--- src/source/soc_periph_config.svh ---
/*
 * SoC peripheral subsystem configuration
 * Bus widths, peripheral address map and cluster geometry
 */

`ifndef SOC_PERIPH_CONFIG_SVH
`define SOC_PERIPH_CONFIG_SVH

// Bus widths, strobe width is DW/8
`define SOC_PERIPH_AW 32
`define SOC_PERIPH_DW 32

// Peripheral region and its windows
`define SOC_PERIPH_BASE_ADDR 32'h1A10_0000
`define SOC_CTRL_OFFSET 'h4000
`define STDOUT_OFFSET 'hF000
`define SOC_PERIPH_WINDOW 'h1000

// Platform geometry
`define SOC_N_CORES 8
`define SOC_N_CLUSTERS 1

// APB slaves behind the bridge
`define SOC_N_APB_SLAVES 2

`endif

--- src/source/soc_periph_pkg.sv ---
/*
 * SoC peripheral subsystem types
 * AXI-Lite channel bundles, APB request/response, address map rules
 * and the stdout character event
 */

`include "soc_periph_config.svh"

package soc_periph_pkg;

  // Bus response code, only the two used here
  typedef enum logic [1:0] {
    RESP_OKAY   = 2'b00,
    RESP_SLVERR = 2'b10
  } resp_e;

  // Master side of all five AXI-Lite channels
  typedef struct packed {
    logic                         aw_valid;
    logic [`SOC_PERIPH_AW-1:0]    aw_addr;
    logic                         w_valid;
    logic [`SOC_PERIPH_DW-1:0]    w_data;
    logic [`SOC_PERIPH_DW/8-1:0]  w_strb;
    logic                         b_ready;
    logic                         ar_valid;
    logic [`SOC_PERIPH_AW-1:0]    ar_addr;
    logic                         r_ready;
  } axi_lite_req_t;

  // Slave side
  typedef struct packed {
    logic                         aw_ready;
    logic                         w_ready;
    logic                         b_valid;
    resp_e                        b_resp;
    logic                         ar_ready;
    logic                         r_valid;
    logic [`SOC_PERIPH_DW-1:0]    r_data;
    resp_e                        r_resp;
  } axi_lite_rsp_t;

  // APB request shared by all slaves, select travels separately
  typedef struct packed {
    logic [`SOC_PERIPH_AW-1:0]    paddr;
    logic                         pwrite;
    logic [`SOC_PERIPH_DW-1:0]    pwdata;
    logic [`SOC_PERIPH_DW/8-1:0]  pstrb;
    logic                         penable;
  } apb_req_t;

  typedef struct packed {
    logic [`SOC_PERIPH_DW-1:0]    prdata;
    logic                         pready;
    logic                         pslverr;
  } apb_rsp_t;

  // Inclusive address range mapped to slave idx
  typedef struct packed {
    logic [31:0]                  idx;
    logic [`SOC_PERIPH_AW-1:0]    start_addr;
    logic [`SOC_PERIPH_AW-1:0]    end_addr;
  } addr_rule_t;

  // One character written by one core
  typedef struct packed {
    logic                         valid;
    logic [$clog2(`SOC_N_CORES)-1:0] core_idx;
    logic [5:0]                   cluster_idx;  // offset bits 11:6
    logic [7:0]                   char_data;
  } stdout_evt_t;

endpackage

--- src/source/apb_addr_decode.sv ---
/*
 * APB address decoder
 * Matches an address against a table of inclusive ranges and returns
 * a one-hot slave select, or a miss when nothing matches
 */

`timescale 1ns/1ps

`include "soc_periph_config.svh"

module apb_addr_decode #(
  parameter int unsigned NoRules = 2,
  parameter type         rule_t  = soc_periph_pkg::addr_rule_t
) (
  input  logic [`SOC_PERIPH_AW-1:0] addr_i,
  input  rule_t [NoRules-1:0]       rules_i,
  output logic [NoRules-1:0]        sel_o,
  output logic                      miss_o
);

  logic matched;

  always_comb begin
    sel_o   = '0;
    matched = 1'b0;
    // First hit in table order wins
    for (int unsigned i = 0; i < NoRules; i++) begin
      if (!matched &&
          (addr_i >= rules_i[i].start_addr) &&
          (addr_i <= rules_i[i].end_addr)) begin
        sel_o[rules_i[i].idx] = 1'b1;
        matched               = 1'b1;
      end
    end
  end

  assign miss_o = ~matched;

endmodule

--- src/source/axi_lite_to_apb.sv ---
/*
 * AXI-Lite to APB bridge
 * Accepts one AXI-Lite read or write at a time, runs a single APB
 * transfer to the decoded slave and returns the response.
 * Reads win over writes, address misses answer SLVERR without APB.
 */

`timescale 1ns/1ps

`include "soc_periph_config.svh"

module axi_lite_to_apb (
  input  logic                                                clk_i,
  input  logic                                                arst_n_i,
  input  soc_periph_pkg::axi_lite_req_t                       axi_req_i,
  output soc_periph_pkg::axi_lite_rsp_t                       axi_rsp_o,
  input  soc_periph_pkg::addr_rule_t [`SOC_N_APB_SLAVES-1:0]  addr_map_i,
  output soc_periph_pkg::apb_req_t                            apb_req_o,
  output logic [`SOC_N_APB_SLAVES-1:0]                        psel_o,
  input  soc_periph_pkg::apb_rsp_t [`SOC_N_APB_SLAVES-1:0]    apb_rsp_i
);

  typedef enum logic [1:0] {
    IDLE,
    SETUP,
    ACCESS,
    RESP
  } state_e;

  state_e                          state_q, state_d;
  logic                            rd_acc, wr_acc;
  logic [`SOC_PERIPH_AW-1:0]       addr_q, addr_d;
  logic [`SOC_PERIPH_DW-1:0]       wdata_q, wdata_d;
  logic [`SOC_PERIPH_DW/8-1:0]     strb_q, strb_d;
  logic                            write_q, write_d;
  logic [`SOC_N_APB_SLAVES-1:0]    sel_q, sel_d;
  logic [`SOC_N_APB_SLAVES-1:0]    dec_sel;
  logic                            dec_miss;
  logic [`SOC_PERIPH_DW-1:0]       rdata_q, rdata_d;
  soc_periph_pkg::resp_e           resp_q, resp_d;
  soc_periph_pkg::apb_rsp_t        act_rsp;

  // Accept only in IDLE, read has priority
  assign rd_acc = (state_q == IDLE) & axi_req_i.ar_valid;
  assign wr_acc = (state_q == IDLE) & ~axi_req_i.ar_valid &
                  axi_req_i.aw_valid & axi_req_i.w_valid;

  // Next value of the address register, decoded at accept time
  assign addr_d = rd_acc ? axi_req_i.ar_addr :
                  wr_acc ? axi_req_i.aw_addr : addr_q;

  apb_addr_decode #(
    .NoRules (`SOC_N_APB_SLAVES),
    .rule_t  (soc_periph_pkg::addr_rule_t)
  ) i_apb_addr_decode (
    .addr_i  (addr_d),
    .rules_i (addr_map_i),
    .sel_o   (dec_sel),
    .miss_o  (dec_miss)
  );

  // Response of whichever slave is selected
  always_comb begin
    act_rsp = '0;
    for (int unsigned i = 0; i < `SOC_N_APB_SLAVES; i++) begin
      if (sel_q[i]) begin
        act_rsp = apb_rsp_i[i];
      end
    end
  end

  always_comb begin
    state_d = state_q;
    wdata_d = wdata_q;
    strb_d  = strb_q;
    write_d = write_q;
    sel_d   = sel_q;
    rdata_d = rdata_q;
    resp_d  = resp_q;
    unique case (state_q)
      IDLE: begin
        if (rd_acc || wr_acc) begin
          write_d = wr_acc;
          wdata_d = axi_req_i.w_data;
          strb_d  = wr_acc ? axi_req_i.w_strb : '0;
          sel_d   = dec_sel;
          if (dec_miss) begin
            // No slave behind this address, answer right away
            rdata_d = '0;
            resp_d  = soc_periph_pkg::RESP_SLVERR;
            state_d = RESP;
          end else begin
            state_d = SETUP;
          end
        end
      end
      SETUP: begin
        state_d = ACCESS;
      end
      ACCESS: begin
        if (act_rsp.pready) begin
          rdata_d = write_q ? '0 : act_rsp.prdata;
          resp_d  = act_rsp.pslverr ? soc_periph_pkg::RESP_SLVERR
                                    : soc_periph_pkg::RESP_OKAY;
          state_d = RESP;
        end
      end
      RESP: begin
        // Hold until the master takes the response
        if (write_q ? axi_req_i.b_ready : axi_req_i.r_ready) begin
          state_d = IDLE;
        end
      end
      default: state_d = IDLE;
    endcase
  end

  always_ff @(posedge clk_i or negedge arst_n_i) begin
    if (!arst_n_i) begin
      state_q <= IDLE;
    end else begin
      state_q <= state_d;
    end
  end

  always_ff @(posedge clk_i) begin
    addr_q  <= addr_d;
    wdata_q <= wdata_d;
    strb_q  <= strb_d;
    write_q <= write_d;
    sel_q   <= sel_d;
    rdata_q <= rdata_d;
    resp_q  <= resp_d;
  end

  // AXI-Lite side
  assign axi_rsp_o.ar_ready = rd_acc;
  assign axi_rsp_o.aw_ready = wr_acc;
  assign axi_rsp_o.w_ready  = wr_acc;
  assign axi_rsp_o.b_valid  = (state_q == RESP) & write_q;
  assign axi_rsp_o.b_resp   = resp_q;
  assign axi_rsp_o.r_valid  = (state_q == RESP) & ~write_q;
  assign axi_rsp_o.r_data   = rdata_q;
  assign axi_rsp_o.r_resp   = resp_q;

  // APB side
  assign apb_req_o.paddr   = addr_q;
  assign apb_req_o.pwrite  = write_q;
  assign apb_req_o.pwdata  = wdata_q;
  assign apb_req_o.pstrb   = strb_q;
  assign apb_req_o.penable = (state_q == ACCESS);
  assign psel_o = ((state_q == SETUP) || (state_q == ACCESS)) ? sel_q : '0;

endmodule

--- src/source/soc_ctrl_regs.sv ---
/*
 * SoC control register block
 * Read-only platform info, two byte-writable scratch registers and
 * the end-of-computation register driving eoc and the exit code
 */

`timescale 1ns/1ps

`include "soc_periph_config.svh"

module soc_ctrl_regs (
  input  logic                     clk_i,
  input  logic                     arst_n_i,
  input  soc_periph_pkg::apb_req_t apb_req_i,
  input  logic                     psel_i,
  output soc_periph_pkg::apb_rsp_t apb_rsp_o,
  output logic                     eoc_o,
  output logic [30:0]              exit_code_o
);

  localparam int unsigned OffW = $clog2(`SOC_PERIPH_WINDOW);

  localparam logic [OffW-1:0] OffInfo     = OffW'('h0);
  localparam logic [OffW-1:0] OffScratch0 = OffW'('h4);
  localparam logic [OffW-1:0] OffScratch1 = OffW'('h8);
  localparam logic [OffW-1:0] OffEoc      = OffW'('hC);

  // Clusters in the upper half, cores in the lower half
  localparam logic [31:0] InfoWord = {16'(`SOC_N_CLUSTERS), 16'(`SOC_N_CORES)};

  logic [OffW-1:0]           offset;
  logic                      access;
  logic [`SOC_PERIPH_DW-1:0] scratch_q [2];
  logic                      eoc_q;
  logic [30:0]               exit_code_q;
  logic [`SOC_PERIPH_DW-1:0] rdata;
  logic                      err;

  assign offset = apb_req_i.paddr[OffW-1:0];
  assign access = psel_i & apb_req_i.penable;

  // Read mux and error decode
  always_comb begin
    rdata = '0;
    err   = 1'b0;
    unique case (offset)
      OffInfo: begin
        rdata = InfoWord;
        err   = apb_req_i.pwrite;
      end
      OffScratch0: rdata = scratch_q[0];
      OffScratch1: rdata = scratch_q[1];
      OffEoc:      rdata = {eoc_q, exit_code_q};
      default:     err   = 1'b1;
    endcase
  end

  always_ff @(posedge clk_i or negedge arst_n_i) begin
    if (!arst_n_i) begin
      scratch_q[0] <= '0;
      scratch_q[1] <= '0;
      eoc_q        <= 1'b0;
      exit_code_q  <= '0;
    end else if (access && apb_req_i.pwrite) begin
      for (int unsigned b = 0; b < `SOC_PERIPH_DW/8; b++) begin
        if (apb_req_i.pstrb[b]) begin
          if (offset == OffScratch0) begin
            scratch_q[0][8*b +: 8] <= apb_req_i.pwdata[8*b +: 8];
          end
          if (offset == OffScratch1) begin
            scratch_q[1][8*b +: 8] <= apb_req_i.pwdata[8*b +: 8];
          end
        end
      end
      if (offset == OffEoc) begin
        eoc_q       <= 1'b1;
        exit_code_q <= apb_req_i.pwdata[30:0];
      end
    end
  end

  assign apb_rsp_o.prdata  = rdata;
  assign apb_rsp_o.pready  = 1'b1;
  assign apb_rsp_o.pslverr = err;

  assign eoc_o       = eoc_q;
  assign exit_code_o = exit_code_q;

endmodule

--- src/source/apb_stdout.sv ---
/*
 * APB stdout port
 * Each byte write becomes one character event tagged with the core and
 * cluster index taken from the write address
 */

`timescale 1ns/1ps

`include "soc_periph_config.svh"

module apb_stdout (
  input  logic                        clk_i,
  input  logic                        arst_n_i,
  input  soc_periph_pkg::apb_req_t    apb_req_i,
  input  logic                        psel_i,
  output soc_periph_pkg::apb_rsp_t    apb_rsp_o,
  output soc_periph_pkg::stdout_evt_t stdout_o
);

  localparam int unsigned CoreW = $clog2(`SOC_N_CORES);

  logic             wr_access;
  logic             has_byte;
  logic [7:0]       char_d;
  logic             valid_q;
  logic [CoreW-1:0] core_q;
  logic [5:0]       cluster_q;
  logic [7:0]       char_q;

  assign wr_access = psel_i & apb_req_i.penable & apb_req_i.pwrite;

  // Lowest strobed byte is the character
  always_comb begin
    char_d   = '0;
    has_byte = 1'b0;
    for (int b = `SOC_PERIPH_DW/8 - 1; b >= 0; b--) begin
      if (apb_req_i.pstrb[b]) begin
        char_d   = apb_req_i.pwdata[8*b +: 8];
        has_byte = 1'b1;
      end
    end
  end

  always_ff @(posedge clk_i or negedge arst_n_i) begin
    if (!arst_n_i) begin
      valid_q <= 1'b0;
    end else begin
      valid_q <= wr_access & has_byte;
    end
  end

  // Core in offset bits 5:3, cluster in 11:6
  always_ff @(posedge clk_i) begin
    if (wr_access && has_byte) begin
      core_q    <= apb_req_i.paddr[3 +: CoreW];
      cluster_q <= apb_req_i.paddr[11:6];
      char_q    <= char_d;
    end
  end

  assign stdout_o.valid       = valid_q;
  assign stdout_o.core_idx    = core_q;
  assign stdout_o.cluster_idx = cluster_q;
  assign stdout_o.char_data   = char_q;

  // Write-only port, reads see zero
  assign apb_rsp_o.prdata  = '0;
  assign apb_rsp_o.pready  = 1'b1;
  assign apb_rsp_o.pslverr = 1'b0;

endmodule

--- src/source/soc_peripherals.sv ---
/*
 * SoC peripheral subsystem
 * AXI-Lite slave port bridged to APB, with the SoC control registers
 * and the stdout port as the two APB slaves
 */

`timescale 1ns/1ps

`include "soc_periph_config.svh"

module soc_peripherals (
  input  logic                          clk_i,
  input  logic                          arst_n_i,
  input  soc_periph_pkg::axi_lite_req_t axi_req_i,
  output soc_periph_pkg::axi_lite_rsp_t axi_rsp_o,
  output logic                          eoc_o,
  output logic [30:0]                   exit_code_o,
  output soc_periph_pkg::stdout_evt_t   stdout_o
);

  localparam logic [`SOC_PERIPH_AW-1:0] SocCtrlStart =
    `SOC_PERIPH_BASE_ADDR + `SOC_CTRL_OFFSET;
  localparam logic [`SOC_PERIPH_AW-1:0] StdoutStart =
    `SOC_PERIPH_BASE_ADDR + `STDOUT_OFFSET;

  soc_periph_pkg::addr_rule_t [`SOC_N_APB_SLAVES-1:0] addr_map;
  soc_periph_pkg::apb_req_t                           apb_req;
  logic [`SOC_N_APB_SLAVES-1:0]                       psel;
  soc_periph_pkg::apb_rsp_t [`SOC_N_APB_SLAVES-1:0]   apb_rsp;

  // Slave 0 is the control block, slave 1 the stdout port
  assign addr_map[0] = '{idx: 32'd0, start_addr: SocCtrlStart,
                         end_addr: SocCtrlStart + `SOC_PERIPH_WINDOW - 1};
  assign addr_map[1] = '{idx: 32'd1, start_addr: StdoutStart,
                         end_addr: StdoutStart + `SOC_PERIPH_WINDOW - 1};

  axi_lite_to_apb i_axi_lite_to_apb (
    .clk_i,
    .arst_n_i,
    .axi_req_i,
    .axi_rsp_o,
    .addr_map_i (addr_map),
    .apb_req_o  (apb_req ),
    .psel_o     (psel    ),
    .apb_rsp_i  (apb_rsp )
  );

  soc_ctrl_regs i_soc_ctrl_regs (
    .clk_i,
    .arst_n_i,
    .apb_req_i  (apb_req   ),
    .psel_i     (psel[0]   ),
    .apb_rsp_o  (apb_rsp[0]),
    .eoc_o,
    .exit_code_o
  );

  apb_stdout i_stdout (
    .clk_i,
    .arst_n_i,
    .apb_req_i  (apb_req   ),
    .psel_i     (psel[1]   ),
    .apb_rsp_o  (apb_rsp[1]),
    .stdout_o
  );

endmodule

--- config.mk ---
export PLATFORM = sky130hd
export DESIGN_NAME = soc_peripherals
export DESIGN_NICKNAME = d
export VERILOG_FILES = /design/src/source/soc_periph_pkg.sv /design/src/source/apb_addr_decode.sv /design/src/source/axi_lite_to_apb.sv /design/src/source/soc_ctrl_regs.sv /design/src/source/apb_stdout.sv /design/src/source/soc_peripherals.sv
export VERILOG_INCLUDE_DIRS = /design/src /design/src/source
export SDC_FILE = /design/constraint.sdc
export NUM_CORES = 1
export LEC_CHECK = 0
export BUFFER_PORTS_ARGS = -buffer_cell sky130_fd_sc_hd__buf_4
export CAP_MARGIN = 40
export CORE_ASPECT_RATIO = 1.5
export CORE_MARGIN = 4
export CORE_UTILIZATION = 49
export DETAILED_ROUTE_END_ITERATION = 8
export GPL_ROUTABILITY_DRIVEN = 0
export PLACE_DENSITY = 0.77
export SLEW_MARGIN = 15
export SYNTH_ARGS = -nofsm -noshare
export SYNTH_HDL_FRONTEND = slang
export SYNTH_SLANG_ARGS = --single-unit
--- constraint.sdc ---
create_clock -name clk_i -period 4.1 [get_ports clk_i]
set_input_delay 0.205 -clock clk_i [delete_from_list [all_inputs] [get_ports clk_i]]
set_output_delay 0.205 -clock clk_i [all_outputs]
set_load 0.01 [all_outputs]
==> results.json <==
{
  "cts_buffers": 22,
  "r2r_cells": 9,
  "clk_pin_slew_ns": 0.07,
  "ys_ff_latch": 220,
  "placementRows": 61,
  "insertion_delay_ns": 0.50,
  "yosysMostFrequentCell": "dfrtp_1",
  "start_util_pct": 50.0,
  "cap_violations": 0,
  "required_ns": 4.33,
  "place_ws_ns": 0.775,
  "irDropWorstVdd_uv": 379,
  "synth-adder-area-share_pct": 0.538,
  "yosys.area.top_type_share_pct": 28.7,
  "synth-async-reset-ratio_pct": 45.0,
  "criticalPathCategory": "reg2reg",
  "n_antenna_cell": 0,
  "die-area_sq_mm": 0.0213,
  "end_kind": "flop",
  "whs_path_depth": 3,
  "power_density_mw_per_mm2": 549,
  "synth_area_leaders": "edfxtp_1 (29%), dfrtp_1 (27%), mux2_2 (11%), dfxtp_1 (6.9%), nand2_1 (3.8%)",
  "yosys.area_share.simple_pct": 11.1,
  "cp-start-kind": "flop",
  "dr.first_iter.drc_count": 415,
  "die_y_microns": 177,
  "dr.pass1.iters": 5,
  "setup_viol": 0,
  "fin_nets": 1111,
  "grt_overflow": 0,
  "die_x_microns": 121,
  "num_io_pins": 198,
  "cts_setup_buffers": 0,
  "fin_hold_ws_ns": 0.0143,
  "ys.flop_type": "dfrtp_1",
  "finClkSkew_ns": 0.0116,
  "grt_pass1_wl_mm": 38.1,
  "fin_ws_ns": 0.756,
  "drc": 0,
  "synth_mux_area_share_pct": 11.6,
  "drt_wl_total_mm": 24.2,
  "status": "completed",
  "rr_startpoint": "i_axi_lite_to_apb.state_q[0]",
  "syn-mean-instance-area_sq_um": 12.4,
  "viasPerCell": 5.52,
  "antenna_found_initial": 0,
  "drv_slew": 0,
  "regToRegSetupSlack_ns": 0.76,
  "hp-start": "axi_req_i[23]",
  "rsz0062_at_grt": "no",
  "io_buffers": 195,
  "tightest_slew_ns": 0.656,
  "drtAntennaViolNets": 0,
  "grt_use_total_pct": 22.5,
  "synthCells": 749,
  "areaGrowthSynthToFinish_pct": 34.1,
  "synth_top_family_by_area": "multiplexers",
  "core_sq_mm": 0.0186,
  "r2r_end": "i_axi_lite_to_apb.rdata_q[12]",
  "root_buffer": "clkbuf_16",
  "fin_util_pct": 67.0,
  "vias": 7003,
  "first_global_vias": 7286,
  "wl_per_cell_microns": 19.1,
  "ys_top_cells_by_count": "dfrtp_1 (99), mux2_2 (93), nand2_1 (93)",
  "min_period_ns": 3.34,
  "clock-sinks": 220,
  "relSlewSlack_pct": 56.3,
  "synth_largest_area_cell": "edfxtp_1",
  "fin_setup_tns_ns": 0,
  "worstPathArrival_ns": 3.57,
  "dp.cells": 1160,
  "drive_gt1_share_pct": 34.4,
  "grt_max_degree": 68,
  "cts_tree": "yes",
  "synth_compound_area_share_pct": 11.4,
  "yosys_warnings": 0,
  "ys_types": 52,
  "yosysSeqAreaShare_pct": 62.2,
  "htree_levels": 1,
  "finalHoldViolCount": 0,
  "min_to": "i_axi_lite_to_apb.addr_q[22]",
  "place.detailed.hpwl_mm": 16.3,
  "p_leak_uw": 0.00547,
  "synth_edf_count": 89,
  "synth_xor_xnor_area_share_pct": 0,
  "fin_crit_sh_pct": 81.6,
  "clk_path_buf_depth": 3,
  "cp_max_fo": 23,
  "hp-class": "in2reg",
  "cts-resized-gates": 0,
  "synth_area_sq_mm": 0.00931,
  "instances_no_fill": 1268,
  "max_freq_ghz": 0.299
}
[cell type report]
| type | count | area, sq um |
|---|---|---|
| multi-input cells | 469 | 3270 |
| clock buffers | 28 | 594 |
| well taps | 252 | 315 |
| clock inverters | 12 | 170 |
| repair buffers | 278 | 2310 |
| inverters | 9 | 33.8 |
| fillers | 1394 | 6140 |
| flip-flops and latches | 220 | 5790 |
[sequential cells by signal, indices dropped and copies added, names as in the netlist, 3 cells and up]
signal and cells:
i_axi_lite_to_apb.addr_q 32, i_axi_lite_to_apb.rdata_q 32, i_axi_lite_to_apb.strb_q 4, i_axi_lite_to_apb.wdata_q 32, i_soc_ctrl_regs.exit_code_o 31, i_soc_ctrl_regs.scratch_q 64
i_stdout.char_q 8, i_stdout.cluster_q 6, i_stdout.core_q 3
[power by group]
group / total [uW] / switching (uW) / leakage (uW) / internal, uW
clock network: 2110 / 821 / 0.000371 / 1290
registers: 3110 / 285 / 0.00249 / 2830
logic: 1630 / 865 / 0.00261 / 764
[worst max path at each step]
stage | from | end | slack, ns
floorplan | i_axi_lite_to_apb.state_q[0] | i_axi_lite_to_apb.rdata_q[0] | 0.28
global placement | i_axi_lite_to_apb.state_q[0] | i_axi_lite_to_apb.rdata_q[11] | 0.93
detailed placement | i_axi_lite_to_apb.state_q[0] | i_axi_lite_to_apb.rdata_q[11] | 0.77
CTS | i_axi_lite_to_apb.state_q[0] | i_axi_lite_to_apb.rdata_q[10] | 0.72
global route | i_axi_lite_to_apb.state_q[0] | i_axi_lite_to_apb.rdata_q[16] | 0.50
finish | i_axi_lite_to_apb.state_q[0] | i_axi_lite_to_apb.rdata_q[12] | 0.76
[through the flow]
stage                     instance area (sq um)  power (uW)
after global placement                    11000        4550
after global routing                      12500        7170
final                                     12500        6850
after floorplan                            9320        3880
after detailed placement                  11000        4600
after CTS                                 12500        6880
[repair_timing]
item	4_1_cts	5_1_grt
hold buffers	68	0
setup endpoints to repair	0	0
endpoints found under the hold margin	151	0
[cells by family (layout without fill, tap and decap cells)]
logic type	after synthesis	in the layout
AO/OA/AOI/OAI	159	159
adder cells (fa/ha/maj)	4	4
multiplexers	96	96
AND/OR/NAND/NOR	208	208
buffers and inverters	61	327
other	1	2
flip-flops	220	220
[metal layers]
layer / vias up / routed length (microns) / GRT usage (%)
met5: - / 0 / 0
met4: 0 / 927 / 8.84
met3: 57 / 1430 / 3.39
met2: 248 / 13200 / 41.6
met1: 3453 / 8720 / 26.0
li1: 3245 / - / -
[critical path: stages, from the launching register on]
cell,delay [ns]
dfrtp_1,0.39
inv_1,0.12
ha_1,0.30
nand4b_4,0.34
o221ai_1,0.41
o221ai_1,0.22
a2111oi_2,0.44
and2_1,0.25
a31oi_4,0.28
buf_4,0.33
[placed cells by master, fill, tap and decap left out, drive strengths merged, types with 2 or more instances in the layout]
cell type and instances:
a21boi 3, a21o 6, a21oi 51, a22o 30, a22oi 8, a2bb2oi 4
a31oi 18, a32oi 4, and2 9, buf 210, bufinv 4, clkbuf 28
clkinv 7, conb 2, dfrtp 99, dfxtp 32, dlygate4sd3 68, edfxtp 89
ha 4, inv 9, mux2 95, nand2 93, nand2b 3, nand3 5
nand3b 31, nand4b 5, nor2 43, nor2b 3, nor3 3, nor4 6
o21a 2, o21ai 13, o221ai 2, o22ai 11
(Power assumes the default switching activity.)
